--- src/rtl/icache_defines.svh ---
`ifndef ICACHE_DEFINES_SVH
`define ICACHE_DEFINES_SVH

// ==============================
// address split
// ==============================
`define ICACHE_ADDR_W      32
`define ICACHE_OFFSET_W    3
`define ICACHE_INDEX_W     8
`define ICACHE_TAG_W       21

// ==============================
// payload widths
// ==============================
`define ICACHE_INST_W      32
`define ICACHE_BLOCK_W     64
`define ICACHE_RESP_W      2

// geometry, two ways per set
`define ICACHE_SETS        256
`define ICACHE_BANK_W      2
`define ICACHE_BANKS       4
`define ICACHE_BANK_DEPTH  64
`define ICACHE_LINE_W      128

// addi x0, x0, 0
`define ICACHE_NOP         32'h00000013
`define ICACHE_RESP_OKAY   2'b00

`endif

--- src/rtl/icache_pkg.sv ---
`include "icache_defines.svh"

package icache_pkg;

    // ==============================
    // FSM states
    // ==============================
    typedef enum logic [1:0] {
        FETCH_IDLE = 2'd0,
        FETCH_HIT  = 2'd1,
        FETCH_MISS = 2'd2
    } fetch_state_e;

    typedef enum logic [1:0] {
        REFILL_IDLE = 2'd0,
        REFILL_ADDR = 2'd1,
        REFILL_DATA = 2'd2
    } refill_state_e;

    // ==============================
    // bundles
    // ==============================
    typedef struct packed {
        logic hit;
        logic way;
    } lookup_t;

    typedef struct packed {
        logic                      valid;
        logic [`ICACHE_ADDR_W-1:0] addr;
    } axi_ar_t;

    typedef struct packed {
        logic                       valid;
        logic [`ICACHE_BLOCK_W-1:0] data;
        logic [`ICACHE_RESP_W-1:0]  resp;
        logic                       last;
    } axi_r_t;

    // one-cycle fill pulse from the refill engine
    typedef struct packed {
        logic                       valid;
        logic [`ICACHE_ADDR_W-1:0]  addr;
        logic [`ICACHE_BLOCK_W-1:0] data;
        logic [`ICACHE_RESP_W-1:0]  resp;
    } fill_t;

endpackage

--- src/rtl/icache_fetch_ctrl.sv ---
`timescale 1ns/100ps
`include "icache_defines.svh"

module icache_fetch_ctrl (
    input  logic                        clk,
    input  logic                        rst,
    input  logic [`ICACHE_ADDR_W-1:0]   fetch_pc,
    input  logic                        stall,
    input  logic                        flush,
    input  icache_pkg::lookup_t         lookup,
    input  icache_pkg::fill_t           fill,
    input  logic [`ICACHE_INST_W-1:0]   rd_inst,
    output logic [`ICACHE_ADDR_W-1:0]   lookup_addr,
    output logic                        miss_start,
    output logic [`ICACHE_ADDR_W-1:0]   miss_addr,
    output logic                        rd_en,
    output logic [`ICACHE_INDEX_W-1:0]  rd_index,
    output logic                        rd_way,
    output logic                        rd_word_hi,
    output logic [`ICACHE_INST_W-1:0]   inst,
    output logic                        inst_valid,
    output logic                        error
);

    icache_pkg::fetch_state_e state;
    logic                     flush_take;
    logic                     accept;
    logic                     hit_go;
    logic                     miss_go;
    // refill still running for a flushed miss
    logic                     dropped;
    logic                     word_hi_q;

    assign flush_take = flush & ~stall;
    assign accept     = (state == icache_pkg::FETCH_IDLE) & ~stall & ~flush & ~dropped;
    assign hit_go     = accept & lookup.hit;
    assign miss_go    = accept & ~lookup.hit;

    assign lookup_addr = fetch_pc;
    assign miss_start  = miss_go;
    assign miss_addr   = {fetch_pc[`ICACHE_ADDR_W-1:`ICACHE_OFFSET_W], {`ICACHE_OFFSET_W{1'b0}}};

    // hit read request, data comes back next cycle
    assign rd_en      = hit_go;
    assign rd_index   = fetch_pc[`ICACHE_OFFSET_W +: `ICACHE_INDEX_W];
    assign rd_way     = lookup.way;
    assign rd_word_hi = fetch_pc[`ICACHE_OFFSET_W-1];

    // ==============================
    // FSM
    // ==============================
    always_ff @(posedge clk) begin
        if (rst || flush_take) begin
            state <= icache_pkg::FETCH_IDLE;
        end else begin
            case (state)
                icache_pkg::FETCH_IDLE: begin
                    if (hit_go)
                        state <= icache_pkg::FETCH_HIT;
                    else if (miss_go)
                        state <= icache_pkg::FETCH_MISS;
                end
                icache_pkg::FETCH_HIT: state <= icache_pkg::FETCH_IDLE;
                icache_pkg::FETCH_MISS: begin
                    if (fill.valid)
                        state <= icache_pkg::FETCH_IDLE;
                end
                default: state <= icache_pkg::FETCH_IDLE;
            endcase
        end
    end

    always_ff @(posedge clk) begin
        if (rst)
            dropped <= 1'b0;
        else if (fill.valid)
            dropped <= 1'b0;
        else if (flush_take && state == icache_pkg::FETCH_MISS)
            dropped <= 1'b1;
    end

    always_ff @(posedge clk) begin
        if (miss_go)
            word_hi_q <= fetch_pc[`ICACHE_OFFSET_W-1];
    end

    // ==============================
    // output register
    // ==============================
    always_ff @(posedge clk) begin
        if (rst || flush_take) begin
            inst       <= `ICACHE_NOP;
            inst_valid <= 1'b1;
        end else if (hit_go || miss_go) begin
            inst_valid <= 1'b0;
        end else if (state == icache_pkg::FETCH_HIT) begin
            inst       <= rd_inst;
            inst_valid <= 1'b1;
        end else if (state == icache_pkg::FETCH_MISS && fill.valid) begin
            inst       <= word_hi_q ? fill.data[`ICACHE_BLOCK_W-1 -: `ICACHE_INST_W]
                                    : fill.data[`ICACHE_INST_W-1:0];
            inst_valid <= 1'b1;
        end
    end

    // only delivered misses update the error level
    always_ff @(posedge clk) begin
        if (rst)
            error <= 1'b0;
        else if (state == icache_pkg::FETCH_MISS && fill.valid && !flush_take)
            error <= (fill.resp != `ICACHE_RESP_OKAY);
    end

    // a fill only answers the miss in flight, delivered or dropped
    fill_expected: assert property (
        @(posedge clk) disable iff (rst)
        fill.valid |-> (state == icache_pkg::FETCH_MISS) || dropped
    );

endmodule

--- config.mk ---
export PLATFORM = sky130hd
export DESIGN_NAME = icache_fetch_ctrl
export DESIGN_NICKNAME = d
export VERILOG_FILES = /design/src/rtl/icache_pkg.sv /design/src/rtl/icache_fetch_ctrl.sv
export VERILOG_INCLUDE_DIRS = /design/src /design/src/rtl
export SDC_FILE = /design/constraint.sdc
export NUM_CORES = 1
export LEC_CHECK = 0
export ABC_AREA = 1
export BUFFER_PORTS_ARGS = -buffer_cell sky130_fd_sc_hd__clkbuf_2
export CORE_AREA = 4 4 107 109
export DETAILED_ROUTE_END_ITERATION = 10
export DIE_AREA = 0 0 111 113
export PLACE_DENSITY = 0.69
export SLEW_MARGIN = 5
export SYNTH_ARGS = -nofsm -noshare
export SYNTH_HDL_FRONTEND = slang
export SYNTH_SLANG_ARGS = --single-unit
--- constraint.sdc ---
create_clock -name clk -period 1.7 [get_ports clk]
set_clock_uncertainty 0.2 [all_clocks]
set_input_delay 0.085 -clock clk [delete_from_list [all_inputs] [get_ports clk]]
set_output_delay 0.085 -clock clk [all_outputs]
set_load 0.02 [all_outputs]
# Yosys cells after proc, flatten, opt, wreduce, memory -nomap -nowiden
# Cells that the tools add are included.
# op_classes
mul,0
muxes,10
n_reduce_logical,13
n_addsub,0
shift,0
n_bitwise,11
n_lt_le_gt_ge,0
n_div,0
n_eq_ne,4
# op_table
cell,count
$mux 32,3
$and 1x1->1,6
$mux 2,3
$not 1->1,5
$pmux 2 s2,1
$reduce_and 2->1,2
$reduce_bool 2->1,2
$logic_and 1x1->1,3
$mux 1,3
$ne 3x3->1 const B,1
$reduce_bool 3->1,1
$eq 2x1->1 const B,1
$eq 2x2->1 const B,1
$logic_not 2->1,1
$logic_or 1x1->1,2
$ne 2x2->1 const B,1
$reduce_or 2->1,1
$logic_not 1->1,1
# totals
latch_bits,0
ff_bits,38
mem_bits_rw,0
n_memories,0
wordCells,44
rom_bits,0

# Longest topological paths before layout
# depth
word_depth,8
mapped_depth,7
mapped_depth_nobuf,7

# Worst setup path after synthesis
# No wires, ideal clock.
# synth_path
path_type,register to register
startpoint,register word_hi_q
endpoint,register inst[15]
path_slack_ns,0.404
t_arrival_ns,1.030
t_required_ns,1.434
synth_period_minus_slack_ns,1.296
path_stages_with_launch,8
setup_ns,0.066
cell_sequence,edfxtp_1 > buf_2 > inv_1 > buf_2 > nand2_1 > nand3_1 > nand2_1 > a21oi_2
# synth_via
elab_chain_len,3
# synth_rtl
element,line,text
start: declaration,icache_fetch_ctrl.sv:32,logic word_hi_q;
start signal: assignment,icache_fetch_ctrl.sv:84,word_hi_q <= fetch_pc[`ICACHE_OFFSET_W-1];
$mux 32,icache_fetch_ctrl.sv:100,inst <= word_hi_q ? fill.data[`ICACHE_BLOCK_W-1 -: `ICACHE_INST_W]
$mux 32,icache_fetch_ctrl.sv:99,end else if (state == icache_pkg::FETCH_MISS && fill.valid) begin
$mux 32,icache_fetch_ctrl.sv:96,end else if (state == icache_pkg::FETCH_HIT) begin
end signal: assignment,icache_fetch_ctrl.sv:92,inst <= `ICACHE_NOP;
end signal: assignment,icache_fetch_ctrl.sv:97,inst <= rd_inst;
end signal: assignment,icache_fetch_ctrl.sv:100,
end: declaration,icache_fetch_ctrl.sv:20,"output logic [`ICACHE_INST_W-1:0] inst,"
# Every way passes these cells. The select of a mux whose other input is x is not followed.
# A chain may end at the register's enable or synchronous reset.

# Worst setup path after layout
# layout_path
startpoint,input stall
endpoint,register state[0]
# layout_via
elab_chain_len,7
word_cells_on_any_way,12
cone_classes,eq/ne: 1; mux: 2; bitwise: 7; reduce/logical: 2
# layout_rtl
element,line,text
start: declaration,icache_fetch_ctrl.sv:8,"input logic stall,"
$not 1->1 *,"icache_fetch_ctrl.sv:34, icache_fetch_ctrl.sv:35",
$and 1x1->1 (3 in series),icache_fetch_ctrl.sv:35,assign accept = (state == icache_pkg::FETCH_IDLE) & ~stall & ~flush & ~dropped;
$and 1x1->1 (on tied branches),"icache_fetch_ctrl.sv:36, icache_fetch_ctrl.sv:37",
$mux 2 or $ne 3x3->1 (tied branches),--,
$pmux 2 s2 or $reduce_and 2->1 (tied branches),--,
end signal: assignment,icache_fetch_ctrl.sv:59,state <= icache_pkg::FETCH_HIT;
end signal: assignment,icache_fetch_ctrl.sv:61,state <= icache_pkg::FETCH_MISS;
end signal: assignment,icache_fetch_ctrl.sv:63,icache_pkg::FETCH_HIT: state <= icache_pkg::FETCH_IDLE;
end: declaration,icache_fetch_ctrl.sv:25,icache_pkg::fetch_state_e state;
# Mark *: on every way between the ends. The rest lies on a longest branch, timed or not.

==> results.cfg <==
[logic_synthesis]
synth_compound_area_share_pct = 7.379
synth_seq_cells = 38
synth-seq-area-share_pct = 24.84
syn_avg_cell_area_sq_um = 6.359
synth_top_family_by_area = simple AND/OR/NAND/NOR gates
synthMuxAreaShare_pct = 0
syn_area_sq_um = 3103
synthAdderAreaFrac_pct = 0
synthDistinctLibCells = 21
yosysWarnings = 0
synth-xor-area-share_pct = 0
synthSimpleGateAreaFrac_pct = 34.76
netlist_instances = 488

[drt]
via_count = 3594
top_layer = met4
routed-wl-met3_um = 798
wl_per_cell_um = 13.84
wl_met1_mm = 4.285
drcViolationCount = 0
antenna_left = 0
met2_length_mm = 6.044
first_pass_iters = 6
vias_per_cell = 4.320
drtIter0Drc = 135
drt_wl_total_mm = 11.52

[pwr]
power_density_nw_per_um2 = 525.6
p_leak_uw = 0.002618
power_uw = 2559
irDropWorstVdd_uv = 265.8

[grt]
grt_pass1_vias = 3863
overflow = 0
grt_pass1_wl_mm = 18.48
grt_max_degree = 35
antenna_found_initial = 0
grtUsageTotal_pct = 18.12

[timing]
slew_violations = 0
hold_violations = 1
max_freq_mhz = 604.2
hold_ws_ns = -0.007367
setup_tns_ns = 0
setup_violations = 0
period_needed_ns = 1.655
finalCritPeriodShare_pct = 97.35
fin_ws_ns = 0.04500
rsz0062_at_grt = false
slew_headroom_pct = 56.45
worst_slew_pin_slew_ns = 0.6511

[worst_hold_path]
hp-class = input port to register
holdPathStages = 5
hp-start = fill[4]
hold_end = inst[2]$_SDFFE_PP0P_

[setup_path]
startpoint_type = input port
crit_type = input port to register
critPathCaptureType = register
worstRegToRegCells = 4
crit_fanout = 3
arrival_ns = 1.69
r2r_start = state[0]$_SDFFE_PP0P_
r2r-end = state[0]$_SDFFE_PP0P_
r2r_slack_ns = 0.14
crit_required_ns = 1.73

[place]
place_ws_ns = 0.1704
dp.cells = 686
io_buffers = 142
gp_congestion = 0.7761
dp_hpwl_mm = 6.125

[floorplan]
die_w_um = 111
rows = 38
start_util_pct = 29.27
io_pins = 279
fp.dieH_um = 113
dieArea_sq_um = 12540
coreArea_sq_um = 10600

[layout]
final_common_cell = nand2_1
instances_no_fill = 832
drive_gt1_share_pct = 29.52
final.fill_count = 1010
area_growth_pct = 56.90
final_nets = 859
final_cell_mix = nand2_1, clkbuf_2, dlygate4sd3_1
post-route-util_pct = 45.92

[clock_network]
cts_root_buffer = clkbuf_8
tritoncts = yes
cts.path.max_buffers = 2
numCtsBuffers = 5
h-tree-depth = 2
clock-sinks = 38
clk_pin_slew_ns = 0.08
insertion_delay_ns = 0.28

[job]
maxCapViolCount = 0

[run_status]
violations = negative hold slack
outcome = complete, but fails checks
[power breakdown]
group,leakage [uW],internal (uW),switching (uW)
Clock,0.0000575,410,338
Sequential,0.000309,922,16.1
Combinational,0.00225,414,459
Total,0.00262,1750,813
[Yosys cell counts (all sizes together)]
cell,n,area [sq um]
nor2,9,33.78
buf,100,754.5
nand4,2,12.51
nand3,72,397.9
inv,71,266.5
or2,1,6.260
nor3,2,10.01
dfxtp,37,740.7
conb,1,3.750
a21oi,30,229.0
edfxtp,1,30.03
nand2,162,618.1
[cell type report]
type / count / area (sq um) / area share (%)
repair buffers: 293 / 2212 / 45.44
flip-flops and latches: 38 / 770.7 / 15.83
well taps: 140 / 175.2 / 3.598
clock buffers: 8 / 110.1 / 2.262
diodes: 1 / 2.502 / 0.05140
inverters: 71 / 266.5 / 5.474
multi-input cells: 281 / 1331 / 27.35
[through the flow]
step | hold slack (ns) | area [sq um]
3_3_place_gp | -0.02986 | 3372
5_1_grt | 0.02702 | 4866
2_1_floorplan | -0.03821 | 3110
4_1_cts | 0.01569 | 4853
6_report | -0.007367 | 4868
3_5_place_dp | -0.02986 | 3372
[state kept, by name, indices dropped and copies added (netlist names)]
signal / flops
word_hi_q: 1
inst: 32
inst_valid: 1
state: 2
error: 1
dropped: 1
[per-layer routing]
| layer | global-route usage, % | vias to the layer above |
|---|---|---|
| met3 | 4.866 | 34 |
| li1 | - | 1806 |
| met2 | 34.30 | 183 |
| met5 | 0 | - |
| met4 | 8.949 | 0 |
| met1 | 18.29 | 1571 |
[critical path, cell delays in order]
cell and delay (ns):
dlygate4sd3_1 0.54, clkbuf_2 0.11, inv_2 0.04, nand2_2 0.07
nand2_1 0.12, nor3_2 0.16, dlygate4sd3_1 0.55
[how the worst max path moves through the flow]
stage / start / end / slack, ns / cells past startpoint
after global routing: stall / state[0]$_SDFFE_PP0P_ / 0.01 / 7
after detailed placement: state[1]$_SDFFE_PP0P_ / inst[18]$_SDFFE_PP0P_ / 0.17 / 6
final: stall / state[0]$_SDFFE_PP0P_ / 0.04 / 7
after global placement: state[1]$_SDFFE_PP0P_ / inst[12]$_SDFFE_PP0P_ / 0.19 / 6
after floorplan: word_hi_q$_DFFE_PP_ / inst[15]$_SDFFE_PP0P_ / 0.40 / 7
after CTS: flush / inst_valid$_SDFFE_PP1P_ / 0.02 / 7
[logic make-up (layout without fill, tap and decap cells)]
kind of cell,after synthesis,after routing
AND/OR/NAND/NOR,248,248
other,1,4
AO/OA/AOI/OAI,30,30
flip-flops,38,38
buffers and inverters,171,372
[repair_timing]
| item | CTS | global route |
|---|---|---|
| resized for setup | 0 | 6 |
| setup endpoints to repair | 0 | 3 |
| hold buffers | 137 | 0 |
| hold endpoints to repair | 107 | 0 |
| buffers inserted | 0 | 1 |
(Power assumes the default switching activity.)
