## config.mk

```make
export PLATFORM = sky130hd
export DESIGN_NAME = icache_refill
export DESIGN_NICKNAME = d
export VERILOG_FILES = /design/src/rtl/icache_pkg.sv /design/src/rtl/icache_refill.sv
export VERILOG_INCLUDE_DIRS = /design/src /design/src/rtl
export SDC_FILE = /design/constraint.sdc
export NUM_CORES = 1
export LEC_CHECK = 0
export BUFFER_PORTS_ARGS = -buffer_cell sky130_fd_sc_hd__buf_2
export CAP_MARGIN = 20
export CORE_MARGIN = 10
export CORE_UTILIZATION = 44
export CTS_CLUSTER_SIZE = 30
export DETAILED_ROUTE_END_ITERATION = 8
export PLACE_DENSITY = 0.95
export SKIP_CTS_REPAIR_TIMING = 1
export SKIP_LAST_GASP = 1
export SYNTH_ARGS = -nofsm -noshare
export SYNTH_HDL_FRONTEND = slang
export SYNTH_SLANG_ARGS = --single-unit
```

## constraint.sdc

```tcl
create_clock -name clk -period 6.04 [get_ports clk]
set_input_delay 0.302 -clock clk [delete_from_list [all_inputs] [get_ports clk]]
set_output_delay 0.302 -clock clk [all_outputs]
set_load 0.01 [all_outputs]
```

## src/rtl/icache_defines.svh

```systemverilog
`ifndef ICACHE_DEFINES_SVH
`define ICACHE_DEFINES_SVH

// ==============================
// address split
// ==============================
`define ICACHE_ADDR_W      32
`define ICACHE_OFFSET_W    3
`define ICACHE_INDEX_W     8
`define ICACHE_TAG_W       21

// ==============================
// payload widths
// ==============================
`define ICACHE_INST_W      32
`define ICACHE_BLOCK_W     64
`define ICACHE_RESP_W      2

// geometry, two ways per set
`define ICACHE_SETS        256
`define ICACHE_BANK_W      2
`define ICACHE_BANKS       4
`define ICACHE_BANK_DEPTH  64
`define ICACHE_LINE_W      128

// addi x0, x0, 0
`define ICACHE_NOP         32'h00000013
`define ICACHE_RESP_OKAY   2'b00

`endif

```

## src/rtl/icache_pkg.sv

```systemverilog
`include "icache_defines.svh"

package icache_pkg;

    // ==============================
    // FSM states
    // ==============================
    typedef enum logic [1:0] {
        FETCH_IDLE = 2'd0,
        FETCH_HIT  = 2'd1,
        FETCH_MISS = 2'd2
    } fetch_state_e;

    typedef enum logic [1:0] {
        REFILL_IDLE = 2'd0,
        REFILL_ADDR = 2'd1,
        REFILL_DATA = 2'd2
    } refill_state_e;

    // ==============================
    // bundles
    // ==============================
    typedef struct packed {
        logic hit;
        logic way;
    } lookup_t;

    typedef struct packed {
        logic                      valid;
        logic [`ICACHE_ADDR_W-1:0] addr;
    } axi_ar_t;

    typedef struct packed {
        logic                       valid;
        logic [`ICACHE_BLOCK_W-1:0] data;
        logic [`ICACHE_RESP_W-1:0]  resp;
        logic                       last;
    } axi_r_t;

    // one-cycle fill pulse from the refill engine
    typedef struct packed {
        logic                       valid;
        logic [`ICACHE_ADDR_W-1:0]  addr;
        logic [`ICACHE_BLOCK_W-1:0] data;
        logic [`ICACHE_RESP_W-1:0]  resp;
    } fill_t;

endpackage

```

## src/rtl/icache_refill.sv

```systemverilog
`timescale 1ns/100ps
`include "icache_defines.svh"

module icache_refill (
    input  logic                       clk,
    input  logic                       rst,
    input  logic                       miss_start,
    input  logic [`ICACHE_ADDR_W-1:0]  miss_addr,
    input  logic                       arready,
    input  icache_pkg::axi_r_t         r,
    output icache_pkg::axi_ar_t        ar,
    output logic                       rready,
    output icache_pkg::fill_t          fill
);

    icache_pkg::refill_state_e  state;
    logic                       arvalid_q;
    logic [`ICACHE_ADDR_W-1:0]  araddr_q;
    logic                       fill_valid_q;
    logic [`ICACHE_BLOCK_W-1:0] fill_data_q;
    logic [`ICACHE_RESP_W-1:0]  fill_resp_q;

    assign ar     = '{valid: arvalid_q, addr: araddr_q};
    assign rready = (state == icache_pkg::REFILL_DATA);
    assign fill   = '{valid: fill_valid_q, addr: araddr_q,
                      data: fill_data_q, resp: fill_resp_q};

    // ==============================
    // read FSM
    // ==============================
    always_ff @(posedge clk) begin
        if (rst) begin
            state        <= icache_pkg::REFILL_IDLE;
            arvalid_q    <= 1'b0;
            fill_valid_q <= 1'b0;
        end else begin
            fill_valid_q <= 1'b0;
            case (state)
                icache_pkg::REFILL_IDLE: begin
                    if (miss_start) begin
                        state     <= icache_pkg::REFILL_ADDR;
                        arvalid_q <= 1'b1;
                    end
                end
                icache_pkg::REFILL_ADDR: begin
                    // hold the request until accepted
                    if (arready) begin
                        state     <= icache_pkg::REFILL_DATA;
                        arvalid_q <= 1'b0;
                    end
                end
                icache_pkg::REFILL_DATA: begin
                    if (r.valid) begin
                        state        <= icache_pkg::REFILL_IDLE;
                        fill_valid_q <= 1'b1;
                    end
                end
                default: state <= icache_pkg::REFILL_IDLE;
            endcase
        end
    end

    // address stays put through the fill for the tag and data stores
    always_ff @(posedge clk) begin
        if (state == icache_pkg::REFILL_IDLE && miss_start)
            araddr_q <= miss_addr;
        if (rready && r.valid) begin
            fill_data_q <= r.data;
            fill_resp_q <= r.resp;
        end
    end

    ar_stable: assert property (
        @(posedge clk) disable iff (rst)
        ar.valid && !arready |=> ar.valid && $stable(ar.addr)
    );

    // one beat per block
    r_single_beat: assert property (
        @(posedge clk) disable iff (rst)
        rready && r.valid |-> r.last
    );

endmodule

```

* After elaboration in Yosys (flattened, before gate mapping) *
Cells that the tools add are included.

word-level totals
  bits in registers = 102
  input port bits = 104
  word-level logic and storage cells = 27

operators by class
  equality and inequality tests = 5
  multiplexer cells = 8
  bitwise operators = 1
  reductions and logical operators = 7

operators with widths
  operator                                                               count
  2-bit two-way mux                                                      3
  2-bit != test, second input constant                                   3
  2-bit case mux with 3 select lines                                     1
  3-bit AND reduction                                                    2
  1-bit two-way mux                                                      3
  2-bit by 1-bit equality test with 1-bit output, second input constant  1
  2-bit equality test, second input constant                             1
  1-bit logical AND                                                      2
  2-bit zero test                                                        1
  1-bit case mux with 2 select lines                                     1
  2-bit nonzero test                                                     1
  2-bit OR reduction                                                     1
  1-bit NOT                                                              1

* Logic depth before layout (Yosys ltp) *
Gate-level depths: netlist of the first run.

  depth in word-level cells = 3
  gate-level depth with buffers = 2
  depth with buffers taken out = 2

* Worst setup path before layout of the first run *
OpenSTA, ideal clock, no wires.

  path type = register to register
  start point = reg state[0]
  end point = reg fill_data_q[0], enable pin
  arrival time = 2.018 ns
  data required time = 5.608 ns
  setup slack = 3.590 ns
  stages on the path, launching flop included = 2
  period minus slack after synthesis = 2.450 ns
  path through = dfxtp_1 and3b_1

on the way
  longest elaborated chain between the ends = 2

RTL lines
  what                      RTL line             RTL
  start: declaration        icache_refill.sv:16  icache_pkg::refill_state_e state;
  start signal: assignment  icache_refill.sv:33  state <= icache_pkg::REFILL_IDLE;
  start signal: assignment  icache_refill.sv:41  state <= icache_pkg::REFILL_ADDR;
  start signal: assignment  icache_refill.sv:48  state <= icache_pkg::REFILL_DATA;
  2-bit equality test       icache_refill.sv:24  assign rready = (state == icache_pkg::REFILL_DATA);
  1-bit logical AND         icache_refill.sv:67  if (rready && r.valid) begin
  end signal: assignment    icache_refill.sv:68  fill_data_q <= r.data;
  end: declaration          icache_refill.sv:20  logic [`ICACHE_BLOCK_W-1:0] fill_data_q;

No other way between the ends.
A chain may end at the register's enable or synchronous reset.

* Final worst setup path of the first run *
  start point = reg state[0]
  end point = reg fill_data_q[10], enable pin

Same word-level chain as after synthesis.

==> results.md, run 1 <==
| Quantity | Reported | Unit |
|:---|:---|:---|
| Final period utilization | 0.338 | - |
| Cell count after placement | 452 | - |
| Routed Wire Length | 9400 | um |
| Layout-stage area growth over the synthesis result | 36.3 | % |
| Most common library cell in the layout ignoring fill and taps | buf_2 | - |
| Total number of yosys warnings | 0 | - |
| Detailed-route DRC error count | 0 | - |
| Die span in x | 108 | um |
| Power per Cell Area | 278 | mW/mm^2 |
| Final count of negative-setup-slack endpoints | 0 | - |
| Netlist area before placement | 0.00338 | mm^2 |
| Cell types occupying the most area after synthesis | edfxtp_1, buf_4, dfxtp_1 | - |
| Synthesized instance count | 150 | - |
| Internal power summed over all cells | 0.998 | mW |
| Yosys top cell area share | 0.870 | - |
| Highest-count cells in the layout ignoring fill and taps | buf_2, edfxtp_1, clkbuf_8 | - |
| Number of antenna violations at the first check in global routing | 0 | - |
| Initial core utilization | 0.459 | - |
| Final HPWL DP | 7890 | um |
| Data arrival time of the critical path | 2.04 | ns |
| TritonCTS clock tree | built | - |
| Max Freq | 0.490 | GHz |
| Overall Power | 1.28 | mW |
| Post-layout util | 0.625 | - |
| First-pass GRT wire length | 13700 | um |
| Gp weighted congestion | 0.780 | - |
| Slew of the pin with the lowest slew margin | 0.739 | ns |
| Syn_nets | 254 | - |
| Number of placed I/O pins | 237 | - |
| Total placed instance area | 0.00444 | mm^2 |
| Final critical path time including I/O delays and setup | 2.04 | ns |
| Largest fanout on the critical path | 35 | - |
| Final antenna diode count | 0 | - |
| Part of the total power dissipated in the clock network | 0.286 | - |
| Clock buffer depth | 2 | - |
| Post-layout instance area | 0.00461 | mm^2 |
| Share of synthesized area occupied by flip-flops and latches | 0.894 | - |
| Cell type with the largest total area after synthesis | edfxtp_1 | - |
| Sum of negative setup slack | 0 | ns |
| Maximum ir drop on the vdd rail | 185 | uV |
| RSZ-0062 raised after global routing | no | - |
| Fin. max-slew vios | 0 | - |
| Syn_area_per_cell | 22.5 | um^2 |
| Clock buffers created by TritonCTS | 9 | - |
| Clock root buffer | clkbuf_8 | - |
| Clock latency reported for the late side of the worst-skew pair | 0.35 | ns |
| Register bit total from synthesis | 102 | - |
| Level count of the clock H-tree | 3 | - |
| Count of vias placed by the detailed router | 2105 | - |
| Capturing element type of the critical path | flop | - |
| Setup crit start kind | flop | - |
| Result of the run | completed | - |
| Average wire per cell in the routed design | 20.1 | um |
| Maximum number of pins on one net before global-route repair | 36 | - |
| Length of the first detailed-routing pass in iterations | 4 | - |
| Final Non-Filler Cells | 468 | - |
| Standard cell core area | 0.00737 | mm^2 |
| Slack of the worst reg-to-reg path | 4.00 | ns |
| Count of different cell masters after synthesis | 12 | - |
| Average vias per placed instance | 4.50 | - |
| Standard-cell rows | 31 | - |
| Switching fraction of total power | 0.220 | - |
| Relative slew slack | 0.507 | - |
| NetSw | 0.282 | mW |
| Chip Height | 108 | um |
| Vias in the first global route | 2425 | - |
| Logic pwr share | 0.080 | - |
| Die footprint | 0.0116 | mm^2 |
| Number of nets with antenna violations after detailed routing | 0 | - |
| Fraction of layout instances using a drive strength above 1 | 0.686 | - |
| Sequential group share of total power | 0.634 | - |
| Kind of path behind the tightest hold check | in -> reg | - |
| Clk sink count | 102 | - |
| Clock-pin slew of the registers on the worst-case setup and hold paths | 0.10 | ns |
| Net total in the final layout | 468 | - |
| Clock tree skew after final layout | 0.00925 | ns |
| Worst endpoint required time | 6.04 | ns |
| Total GRT Usage | 0.157 | - |
| IO buf count | 235 | - |
| Initial detailed-routing violation count | 64 | - |
| Leftover overflow at the end of global routing | 0 | - |
| Final hold violations | 0 | - |
| Critical path class | reg -> reg | - |
| Static Leakage | 2.01 | nW |
| Max cap viols | 0 | - |
[final timing paths]
kind | cells past startpoint | endpoint | from
worst max-delay path | 2 | fill_data_q[10]$_DFFE_PP_ | state[0]$_SDFFE_PP0P_
worst min-delay path | 1 | fill_data_q[51]$_DFFE_PP_ | r[54]
worst max register to register | 2 | fill_data_q[10]$_DFFE_PP_ | state[0]$_SDFFE_PP0P_
worst min register to register | 2 | arvalid_q$_SDFFE_PP0P_ | arvalid_q$_SDFFE_PP0P_
[routing by layer]
metal | vias up | wire, um | GRT usage
li1 | 954 | - | -
met5 | - | 0 | 0
met3 | 7 | 1430 | 0.0922
met2 | 155 | 4960 | 0.291
met1 | 989 | 2920 | 0.134
met4 | 0 | 92 | 0.0563
[metrics by stage]
step	worst slack (ns)	hold slack, ns
finish	4.00	0.121
global route	3.85	0.103
CTS	3.98	0.102
detailed placement	3.99	0.479
global placement	4.12	0.455
floorplan	3.59	0.371
[kinds of logic after synthesis]
family                 synth area share
AO/OA/AOI/OAI                   0.00962
buffers and inverters            0.0766
flip-flops                        0.894
AND/OR/NAND/NOR                  0.0196
[synthesized netlist by cell type]
cell        n
nand2b_1    3
a211oi_1    1
buf_4      34
nor2b_1     3
edfxtp_1   98
a2111oi_2   1
nor3b_1     1
inv_1       1
o21ba_1     1
nor2_1      1
and3b_1     2
dfxtp_1     4
[power groups by stage]
stage	Sequential (mW)	Combinational [mW]	Clock, mW
2_1_floorplan	0.839	0.0398	0
3_3_place_gp	0.826	0.102	0
3_5_place_dp	0.828	0.105	0
4_1_cts	0.812	0.105	0.378
5_1_grt	0.814	0.113	0.399
6_report	0.812	0.103	0.366
[worst max-delay path: stages (launching register included)]
cell     delay (ns)
dfxtp_1        0.39
and3b_2        0.76
buf_4          0.51
[sequential cells by signal (all words and copies together), names as in the netlist]
register and flops:
fill_data_q 64, state 2, fill_valid_q 1, arvalid_q 1, araddr_q 32, fill_resp_q 2
[final cells by class]
class	count	area, um^2
Clock inverter	7	38.8
Multi-Input combinational cell	13	103
Timing Repair Buffer	237	1190
Fill cell	584	2760
Sequential cell	102	3020
Clock buffer	9	124
Tap cell	99	124
Inverter	1	3.75
Power figures use the tool's default switching activity.
==> run 2: changes to the inputs <==
ABC_AREA = 1   (was unset)
CORE_UTILIZATION = 40   (was 44)
PLACE_DENSITY = 0.89   (was 0.95)
clock period = 1.9 ns   (was 6.04 ns; I/O delays follow)
==> results.md, run 2 <==
| Quantity | Reported | Unit | vs previous |
|:---|:---|:---|:---|
| Data arrival time of the critical path | 1.37 | ns | -0.67 ns |
| IO buf count | 235 | - | unchanged |
| Final count of negative-setup-slack endpoints | 0 | - | unchanged |
| Top cell types by occurrence after synthesis | edfxtp_1, buf_4, dfxtp_1 | - |  |
| Clock buffer depth | 2 | - | unchanged |
| Maximum ir drop on the vdd rail | 472 | uV | +160% |
| Clock root buffer | clkbuf_8 | - |  |
| RSZ-0062 raised after global routing | no | - |  |
| Standard cell core area | 0.00818 | mm^2 | +11% |
| Slack of the worst reg-to-reg path | 0.54 | ns | -3.46 ns |
| First-pass GRT wire length | 13900 | um | +1.9% |
| Stages on worst setup path | 4 | - | +2 |
| Detailed-route wire length on metal 1 | 3830 | um | +31% |
| Cell Chain, Critical Path | nor2_1, nand2_1, inv_1, buf_4 | - |  |
| Chip Height | 112 | um | +3.7% |
| Share of flip-flops with an asynchronous set or reset after synthesis | 0 | - | unchanged |
| Clock tree skew after final layout | 0.0162 | ns | +0.00692 ns |
| Leftover overflow at the end of global routing | 0 | - | unchanged |
| Number of synthesized flops with an enable pin | 98 | - | unchanged |
| Number of cells on the worst hold path | 3 | - | +2 |
| Clock latency reported for the late side of the worst-skew pair | 0.36 | ns | about the same |
| Net total in the final layout | 568 | - | +21% |
| Fin. max-slew vios | 0 | - | unchanged |
| Die footprint | 0.0125 | mm^2 | +7.5% |
| Max Freq | 0.736 | GHz | +50% |
| Critical path class | reg -> reg | - |  |
| Clock-pin slew of the registers on the worst-case setup and hold paths | 0.09 | ns | about the same |
| Worst flop-to-flop path startpoint | state[0]$_SDFFE_PP0P_ | - |  |
| Portion of netlist area occupied by mux cells | 0 | - | unchanged |
| Routed Wire Length | 11400 | um | +22% |
| Number of nets with antenna violations after detailed routing | 0 | - | unchanged |
| Register area | 0.00302 | mm^2 | about the same |
| Final period utilization | 0.715 | - | +0.377 |
| Slew of the pin with the lowest slew margin | 0.386 | ns | -0.353 ns |
| Vias in the first global route | 2378 | - | -1.9% |
| Largest fanout on the critical path | 32 | - | -8.6% |
| Main flop type after synthesis | edfxtp_1 | - |  |
| Gp weighted congestion | 0.790 | - | +1.3% |
| Level count of the clock H-tree | 3 | - | unchanged |
| Highest-count cells in the layout ignoring fill and taps | buf_2, dlygate4sd3_1, edfxtp_1 | - |  |
| Final HPWL DP | 7870 | um | -0.22% |
| CP Buf/Inv Count | 2 | - | +1 |
| Sum of met2 wire segment lengths after detailed routing | 5810 | um | +17% |
| Number of antenna violations at the first check in global routing | 0 | - | unchanged |
| Most frequently used cell type in the post-synthesis netlist | edfxtp_1 | - |  |
| Clk sink count | 102 | - | unchanged |
| Top layer used by detailed routing | met4 | - |  |
| Xor and xnor area share after synthesis | 0 | - | unchanged |
| Count of vias placed by the detailed router | 2503 | - | +19% |
| Number of placed I/O pins | 237 | - | unchanged |
| Cell count after placement | 459 | - | +1.5% |
| Initial detailed-routing violation count | 104 | - | +63% |
| Most common library cell in the layout ignoring fill and taps | buf_2 | - |  |
| Share of synthesized area occupied by flip-flops and latches | 0.900 | - | +0.00600 |
| Total placed instance area | 0.00445 | mm^2 | +0.14% |
| R2R cell count | 4 | - | +2 |
| Relative slew slack | 0.743 | - | +0.235 |
| Standard-cell rows | 33 | - | +6.5% |
| Kind of path behind the tightest hold check | in -> reg | - |  |
| Initial core utilization | 0.411 | - | -0.0480 |
| Cell types occupying the most area after synthesis | edfxtp_1, buf_4, dfxtp_1 | - |  |
| Detailed-route DRC error count | 0 | - | unchanged |
| Capturing element type of the critical path | flop | - |  |
| Setup crit start kind | flop | - |  |
| Max cap viols | 0 | - | unchanged |
| Final antenna diode count | 0 | - | unchanged |
| Power per Cell Area | 784 | mW/mm^2 | +180% |
| Origin of the worst min-delay path | arready | - |  |
| Final critical path time including I/O delays and setup | 1.36 | ns | -0.682 ns |
| Synthesized instance count | 151 | - | +0.67% |
| Kind of cell with the highest combined delay on the critical path | flip-flops | - |  |
| Arithmetic-cell share of the synthesized area counting full adders, half adders and majority gates | 0 | - | unchanged |
| Total GRT Usage | 0.144 | - | -0.0123 |
| Worst endpoint required time | 1.92 | ns | -4.12 ns |
| Static Leakage | 2.42 | nW | +20% |
| Combined area of the multi-input logic cells | 80.1 | um^2 | -22% |
| Length of the first detailed-routing pass in iterations | 4 | - | unchanged |
| Compound-gate portion of the synthesized area | 0.00559 | - | -0.00403 |
| Syn_area_per_cell | 22.2 | um^2 | -1.3% |
| Average vias per placed instance | 4.36 | - | -3.1% |
| Final Non-Filler Cells | 574 | - | +23% |
| Flip-flop count of the largest register after layout | 64 | - | unchanged |
| Syn_nets | 255 | - | +0.39% |
| Final hold slack | 0.0374 | ns | -0.0838 ns |
| Sum of negative setup slack | 0 | ns | unchanged |
| Die span in x | 112 | um | +3.7% |
| Total number of yosys warnings | 0 | - | unchanged |
| Result of the run | completed | - |  |
| TritonCTS clock tree | built | - |  |
| Register bit total from synthesis | 102 | - | unchanged |
| Overall Power | 4.42 | mW | +250% |
| Maximum number of pins on one net before global-route repair | 67 | - | +86% |
| Biggest cell delay along the critical path | 0.40 | ns | -0.36 ns |
| Average wire per cell in the routed design | 19.9 | um | -0.68% |
| Detailed-routed wire length on met3 | 1720 | um | +21% |
| Yosys top cell area share | 0.876 | - | +0.00584 |
| Largest regs | fill_data_q x64, araddr_q x32 | - |  |
| Number of fill cells in the layout | 558 | - | -4.5% |
| Register with the highest flop count | fill_data_q | - |  |
| Final hold violations | 0 | - | unchanged |
| Simple-gate share of the synthesized area | 0.0149 | - | -0.00471 |
| Layout-stage area growth over the synthesis result | 67.9 | % |  |
| Clock buffers created by TritonCTS | 9 | - | unchanged |
| Post-layout instance area | 0.00564 | mm^2 | +22% |
| Cell type with the largest total area after synthesis | edfxtp_1 | - |  |
| Combinational family with the most area after synthesis | buffers and inverters | - |  |
| Netlist area before placement | 0.00336 | mm^2 | -0.67% |
| Fraction of layout instances using a drive strength above 1 | 0.550 | - | -0.136 |
| Count of different cell masters after synthesis | 14 | - | +2 |
| CP max stage cell | dfxtp_1 | - |  |
| Startpoint of the worst setup timing path | state[0]$_SDFFE_PP0P_ | - |  |
[run 2: changes by cell type after synthesis, sizes merged, moves of 2 or more]
cell,before,now
a21oi,0,3
and3b,2,0
inv,1,3
nand2,0,3
nand2b,3,0
nor2b,3,0
[run 2: cells by family after synthesis]
logic type      count (synthesis)
simple gates                    9
flops                         102
compound gates                  3
buf+inv                        37
[run 2: per-stage QoR]
| step | setup WS [ns] | util |
|---|---|---|
| 6_report | 0.542 | 0.690 |
| 5_1_grt | 0.420 | 0.690 |
| 4_1_cts | 0.525 | 0.568 |
| 3_5_place_dp | 0.537 | 0.544 |
| 3_3_place_gp | 0.584 | 0.544 |
| 2_1_floorplan | -0.529 | - |
[run 2: final timing paths]
path | end
max | araddr_q[22]$_DFFE_PP_
min reg2reg | arvalid_q$_SDFFE_PP0P_
min | state[1]$_SDFFE_PP0P_
max reg2reg | araddr_q[22]$_DFFE_PP_
[run 2: layout make-up]
type / count / share of cell area
Clock inverter: 7 / 0.0129
Timing Repair Buffer: 336 / 0.389
Clock buffer: 9 / 0.0220
Inverter: 3 / 0.00200
Multi-Input combinational cell: 12 / 0.0142
Tap cell: 105 / 0.0233
Sequential cell: 102 / 0.536
[run 2: per-layer routing]
metal | up-vias | global-route usage
met5 | - | 0
met4 | 0 | 0.0566
met3 | 8 | 0.0966
met2 | 177 | 0.238
met1 | 1163 | 0.141
li1 | 1155 | -
[run 2: power breakdown]
| group | internal [mW] | switching [mW] | leakage, nW | total (mW) |
|---|---|---|---|---|
| registers | 2.55 | 0.0338 | 0.935 | 2.58 |
| logic | 0.285 | 0.217 | 1.39 | 0.503 |
| clock network | 0.614 | 0.722 | 0.0976 | 1.34 |
[run 2: worst reg2reg max path, stage by stage, from the launching register on]
cell,delay (ns)
dfxtp_1,0.40
nor2_1,0.12
nand2_1,0.09
inv_1,0.06
buf_4,0.34
==> run 3: changes to the inputs <==
clock period = 1.35 ns   (was 1.9 ns; I/O delays follow)
==> results.md, run 3 (synthesis gave the netlist of run 2 again) <==
| Quantity | Reported | Unit | vs previous |
|:---|:---|:---|:---|
| Number of fill cells in the layout | 556 | - | -0.36% |
| CP max stage cell | dfxtp_2 | - |  |
| Number of cells on the worst hold path | 4 | - | +1 |
| Relative slew slack | 0.829 | - | +0.0865 |
| Clock-pin slew of the registers on the worst-case setup and hold paths | 0.09 | ns | about the same |
| Final antenna diode count | 0 | - | unchanged |
| Maximum ir drop on the vdd rail | 653 | uV | +38% |
| Worst endpoint required time | 1.40 | ns | -0.52 ns |
| Sequential group share of total power | 0.570 | - | -0.014 |
| WHS Endpoint | state[1]$_SDFFE_PP0P_ | - |  |
| Max cap viols | 0 | - | unchanged |
| Detailed-route wire length on metal 1 | 3990 | um | +4.2% |
| Detailed-routed wire length on met3 | 1480 | um | -14% |
| Standard cell core area | 0.00818 | mm^2 | unchanged |
| Result of the run | completed | - |  |
| Origin of the worst min-delay path | r[67] | - |  |
| Largest regs | fill_data_q x64, araddr_q x32 | - |  |
| Most common library cell in the layout ignoring fill and taps | buf_2 | - |  |
| Total GRT Usage | 0.143 | - | -0.00191 |
| Largest fanout on the critical path | 31 | - | -3.1% |
| RSZ-0062 raised after global routing | no | - |  |
| Clock buffers created by TritonCTS | 9 | - | unchanged |
| Worst flop-to-flop path startpoint | state[1]$_SDFFE_PP0P_ | - |  |
| Number of placed I/O pins | 237 | - | unchanged |
| Fin. max-slew vios | 0 | - | unchanged |
| Initial core utilization | 0.411 | - | unchanged |
| Number of nets with antenna violations after detailed routing | 0 | - | unchanged |
| Cell Chain, Critical Path | inv_2, nor3_4, buf_12, buf_12 | - |  |
| Clock root buffer | clkbuf_8 | - |  |
| Detailed-route DRC error count | 0 | - | unchanged |
| Final count of negative-setup-slack endpoints | 0 | - | unchanged |
| Level count of the clock H-tree | 3 | - | unchanged |
| Layout-stage area growth over the synthesis result | 71.2 | % |  |
| Slew of the pin with the lowest slew margin | 0.254 | ns | -0.132 ns |
| Kind of path behind the tightest hold check | in -> reg | - |  |
| Data arrival time of the critical path | 1.31 | ns | -0.06 ns |
| Die footprint | 0.0125 | mm^2 | unchanged |
| Gp weighted congestion | 0.785 | - | -0.60% |
| Sum of met2 wire segment lengths after detailed routing | 5790 | um | -0.45% |
| Post-layout instance area | 0.00575 | mm^2 | +2.0% |
| Length of the first detailed-routing pass in iterations | 4 | - | unchanged |
| Logic pwr share | 0.114 | - | about the same |
| Register area | 0.00303 | mm^2 | +0.12% |
| Max Freq | 0.796 | GHz | +8.1% |
| Routed Wire Length | 11400 | um | -0.73% |
| Highest-count cells in the layout ignoring fill and taps | buf_2, dlygate4sd3_1, edfxtp_1 | - |  |
| Endpoint of the worst register-to-register path | fill_data_q[1]$_DFFE_PP_ | - |  |
| Combined area of the multi-input logic cells | 80.1 | um^2 | unchanged |
| Vias in the first global route | 2417 | - | +1.6% |
| Initial detailed-routing violation count | 99 | - | -4.8% |
| First-pass GRT wire length | 13700 | um | -1.3% |
| Critical path class | reg -> reg | - |  |
| Clk sink count | 102 | - | unchanged |
| TritonCTS clock tree | built | - |  |
| Biggest cell delay along the critical path | 0.35 | ns | -0.05 ns |
| Capturing element type of the critical path | flop | - |  |
| Chip Height | 112 | um | unchanged |
| Final critical path time including I/O delays and setup | 1.26 | ns | -0.102 ns |
| Static Leakage | 2.46 | nW | +1.6% |
| R2R cell count | 4 | - | unchanged |
| Final hold slack | 0.0443 | ns | +0.00688 ns |
| Final period utilization | 0.930 | - | +0.216 |
| Switching fraction of total power | 0.208 | - | -0.0122 |
| Die span in x | 112 | um | unchanged |
| Net total in the final layout | 573 | - | +0.88% |
| IO buf count | 235 | - | unchanged |
| Kind of cell with the highest combined delay on the critical path | buffers and inverters | - |  |
| Final HPWL DP | 7750 | um | -1.5% |
| Standard-cell rows | 33 | - | unchanged |
| Final hold violations | 0 | - | unchanged |
| Top layer used by detailed routing | met4 | - |  |
| Clock buffer depth | 2 | - | unchanged |
| NetSw | 1.33 | mW | +36% |
| Leftover overflow at the end of global routing | 0 | - | unchanged |
| Cell with the most instances on the worst path | buf_12 | - |  |
| Total placed instance area | 0.00448 | mm^2 | +0.62% |
| Sum of negative setup slack | 0 | ns | unchanged |
| Fraction of layout instances using a drive strength above 1 | 0.555 | - | +0.00475 |
| Average wire per cell in the routed design | 19.6 | um | -1.6% |
| Setup crit start kind | flop | - |  |
| Average vias per placed instance | 4.35 | - | -0.15% |
| Flip-flop count of the largest register after layout | 64 | - | unchanged |
| Count of vias placed by the detailed router | 2521 | - | +0.72% |
| Register with the highest flop count | fill_data_q | - |  |
| Number of antenna violations at the first check in global routing | 0 | - | unchanged |
| Power per Cell Area | 1110 | mW/mm^2 | +41% |
| Part of the total power dissipated in the clock network | 0.316 | - | +0.014 |
| Clock latency reported for the late side of the worst-skew pair | 0.34 | ns | -0.02 ns |
| CP Buf/Inv Count | 3 | - | +1 |
| Maximum number of pins on one net before global-route repair | 64 | - | -4.5% |
| Clock tree skew after final layout | 0.00639 | ns | -0.00978 ns |
| Stages on worst setup path | 4 | - | unchanged |
| Internal power summed over all cells | 5.05 | mW | +46% |
| Slack of the worst reg-to-reg path | 0.09 | ns | -0.45 ns |
run 3: layout make-up:
type / count / share of cell area
Clock buffer: 10 / 0.0222
Clock inverter: 6 / 0.0148
Inverter: 3 / 0.00261
Multi-Input combinational cell: 12 / 0.0139
Sequential cell: 102 / 0.527
Tap cell: 105 / 0.0229
Timing Repair Buffer: 341 / 0.397
run 3: per-stage QoR:
stage / setup WS, ns / util / std cells / total power, mW
after CTS: 0.0158 / 0.574 / 476 / 6.19
after floorplan: -1.08 / - / 151 / 3.93
after global routing: 0.0340 / 0.703 / 579 / 6.61
final: 0.0940 / 0.703 / 579 / 6.37
after global placement: 0.0607 / 0.548 / 460 / 4.17
after detailed placement: 0.0252 / 0.548 / 460 / 4.19
run 3: tightest hold or removal path: cells and delay by family:
kind / cells / cell delay [ns]
AO/OA/AOI/OAI: 1 / 0.05
AND/OR/NAND/NOR: 1 / 0.10
buffers and inverters: 2 / 0.15
run 3: power by group through the flow:
stage               Combinational, mW  Clock [mW]  Sequential [mW]
floorplan                       0.179           0             3.75
finish                          0.727        2.01             3.63
detailed placement              0.484           0             3.70
CTS                             0.483        2.08             3.63
global placement                0.469           0             3.70
global route                    0.785        2.18             3.64
run 3: how the worst max path moves through the flow:
stage	from	to	slack (ns)
final	state[1]$_SDFFE_PP0P_	fill_data_q[1]$_DFFE_PP_	0.09
after global routing	state[1]$_SDFFE_PP0P_	fill_data_q[47]$_DFFE_PP_	0.03
after CTS	state[1]$_SDFFE_PP0P_	fill_data_q[45]$_DFFE_PP_	0.02
after detailed placement	state[1]$_SDFFE_PP0P_	fill_data_q[24]$_DFFE_PP_	0.03
after global placement	state[1]$_SDFFE_PP0P_	fill_data_q[9]$_DFFE_PP_	0.06
after floorplan	state[1]$_SDFFE_PP0P_	fill_data_q[0]$_DFFE_PP_	-1.08
run 3: metal layers:
layer,up-vias,GRT usage
li1,1165,-
met1,1167,0.134
met2,180,0.237
met3,9,0.101
met4,0,0.0540
met5,-,0
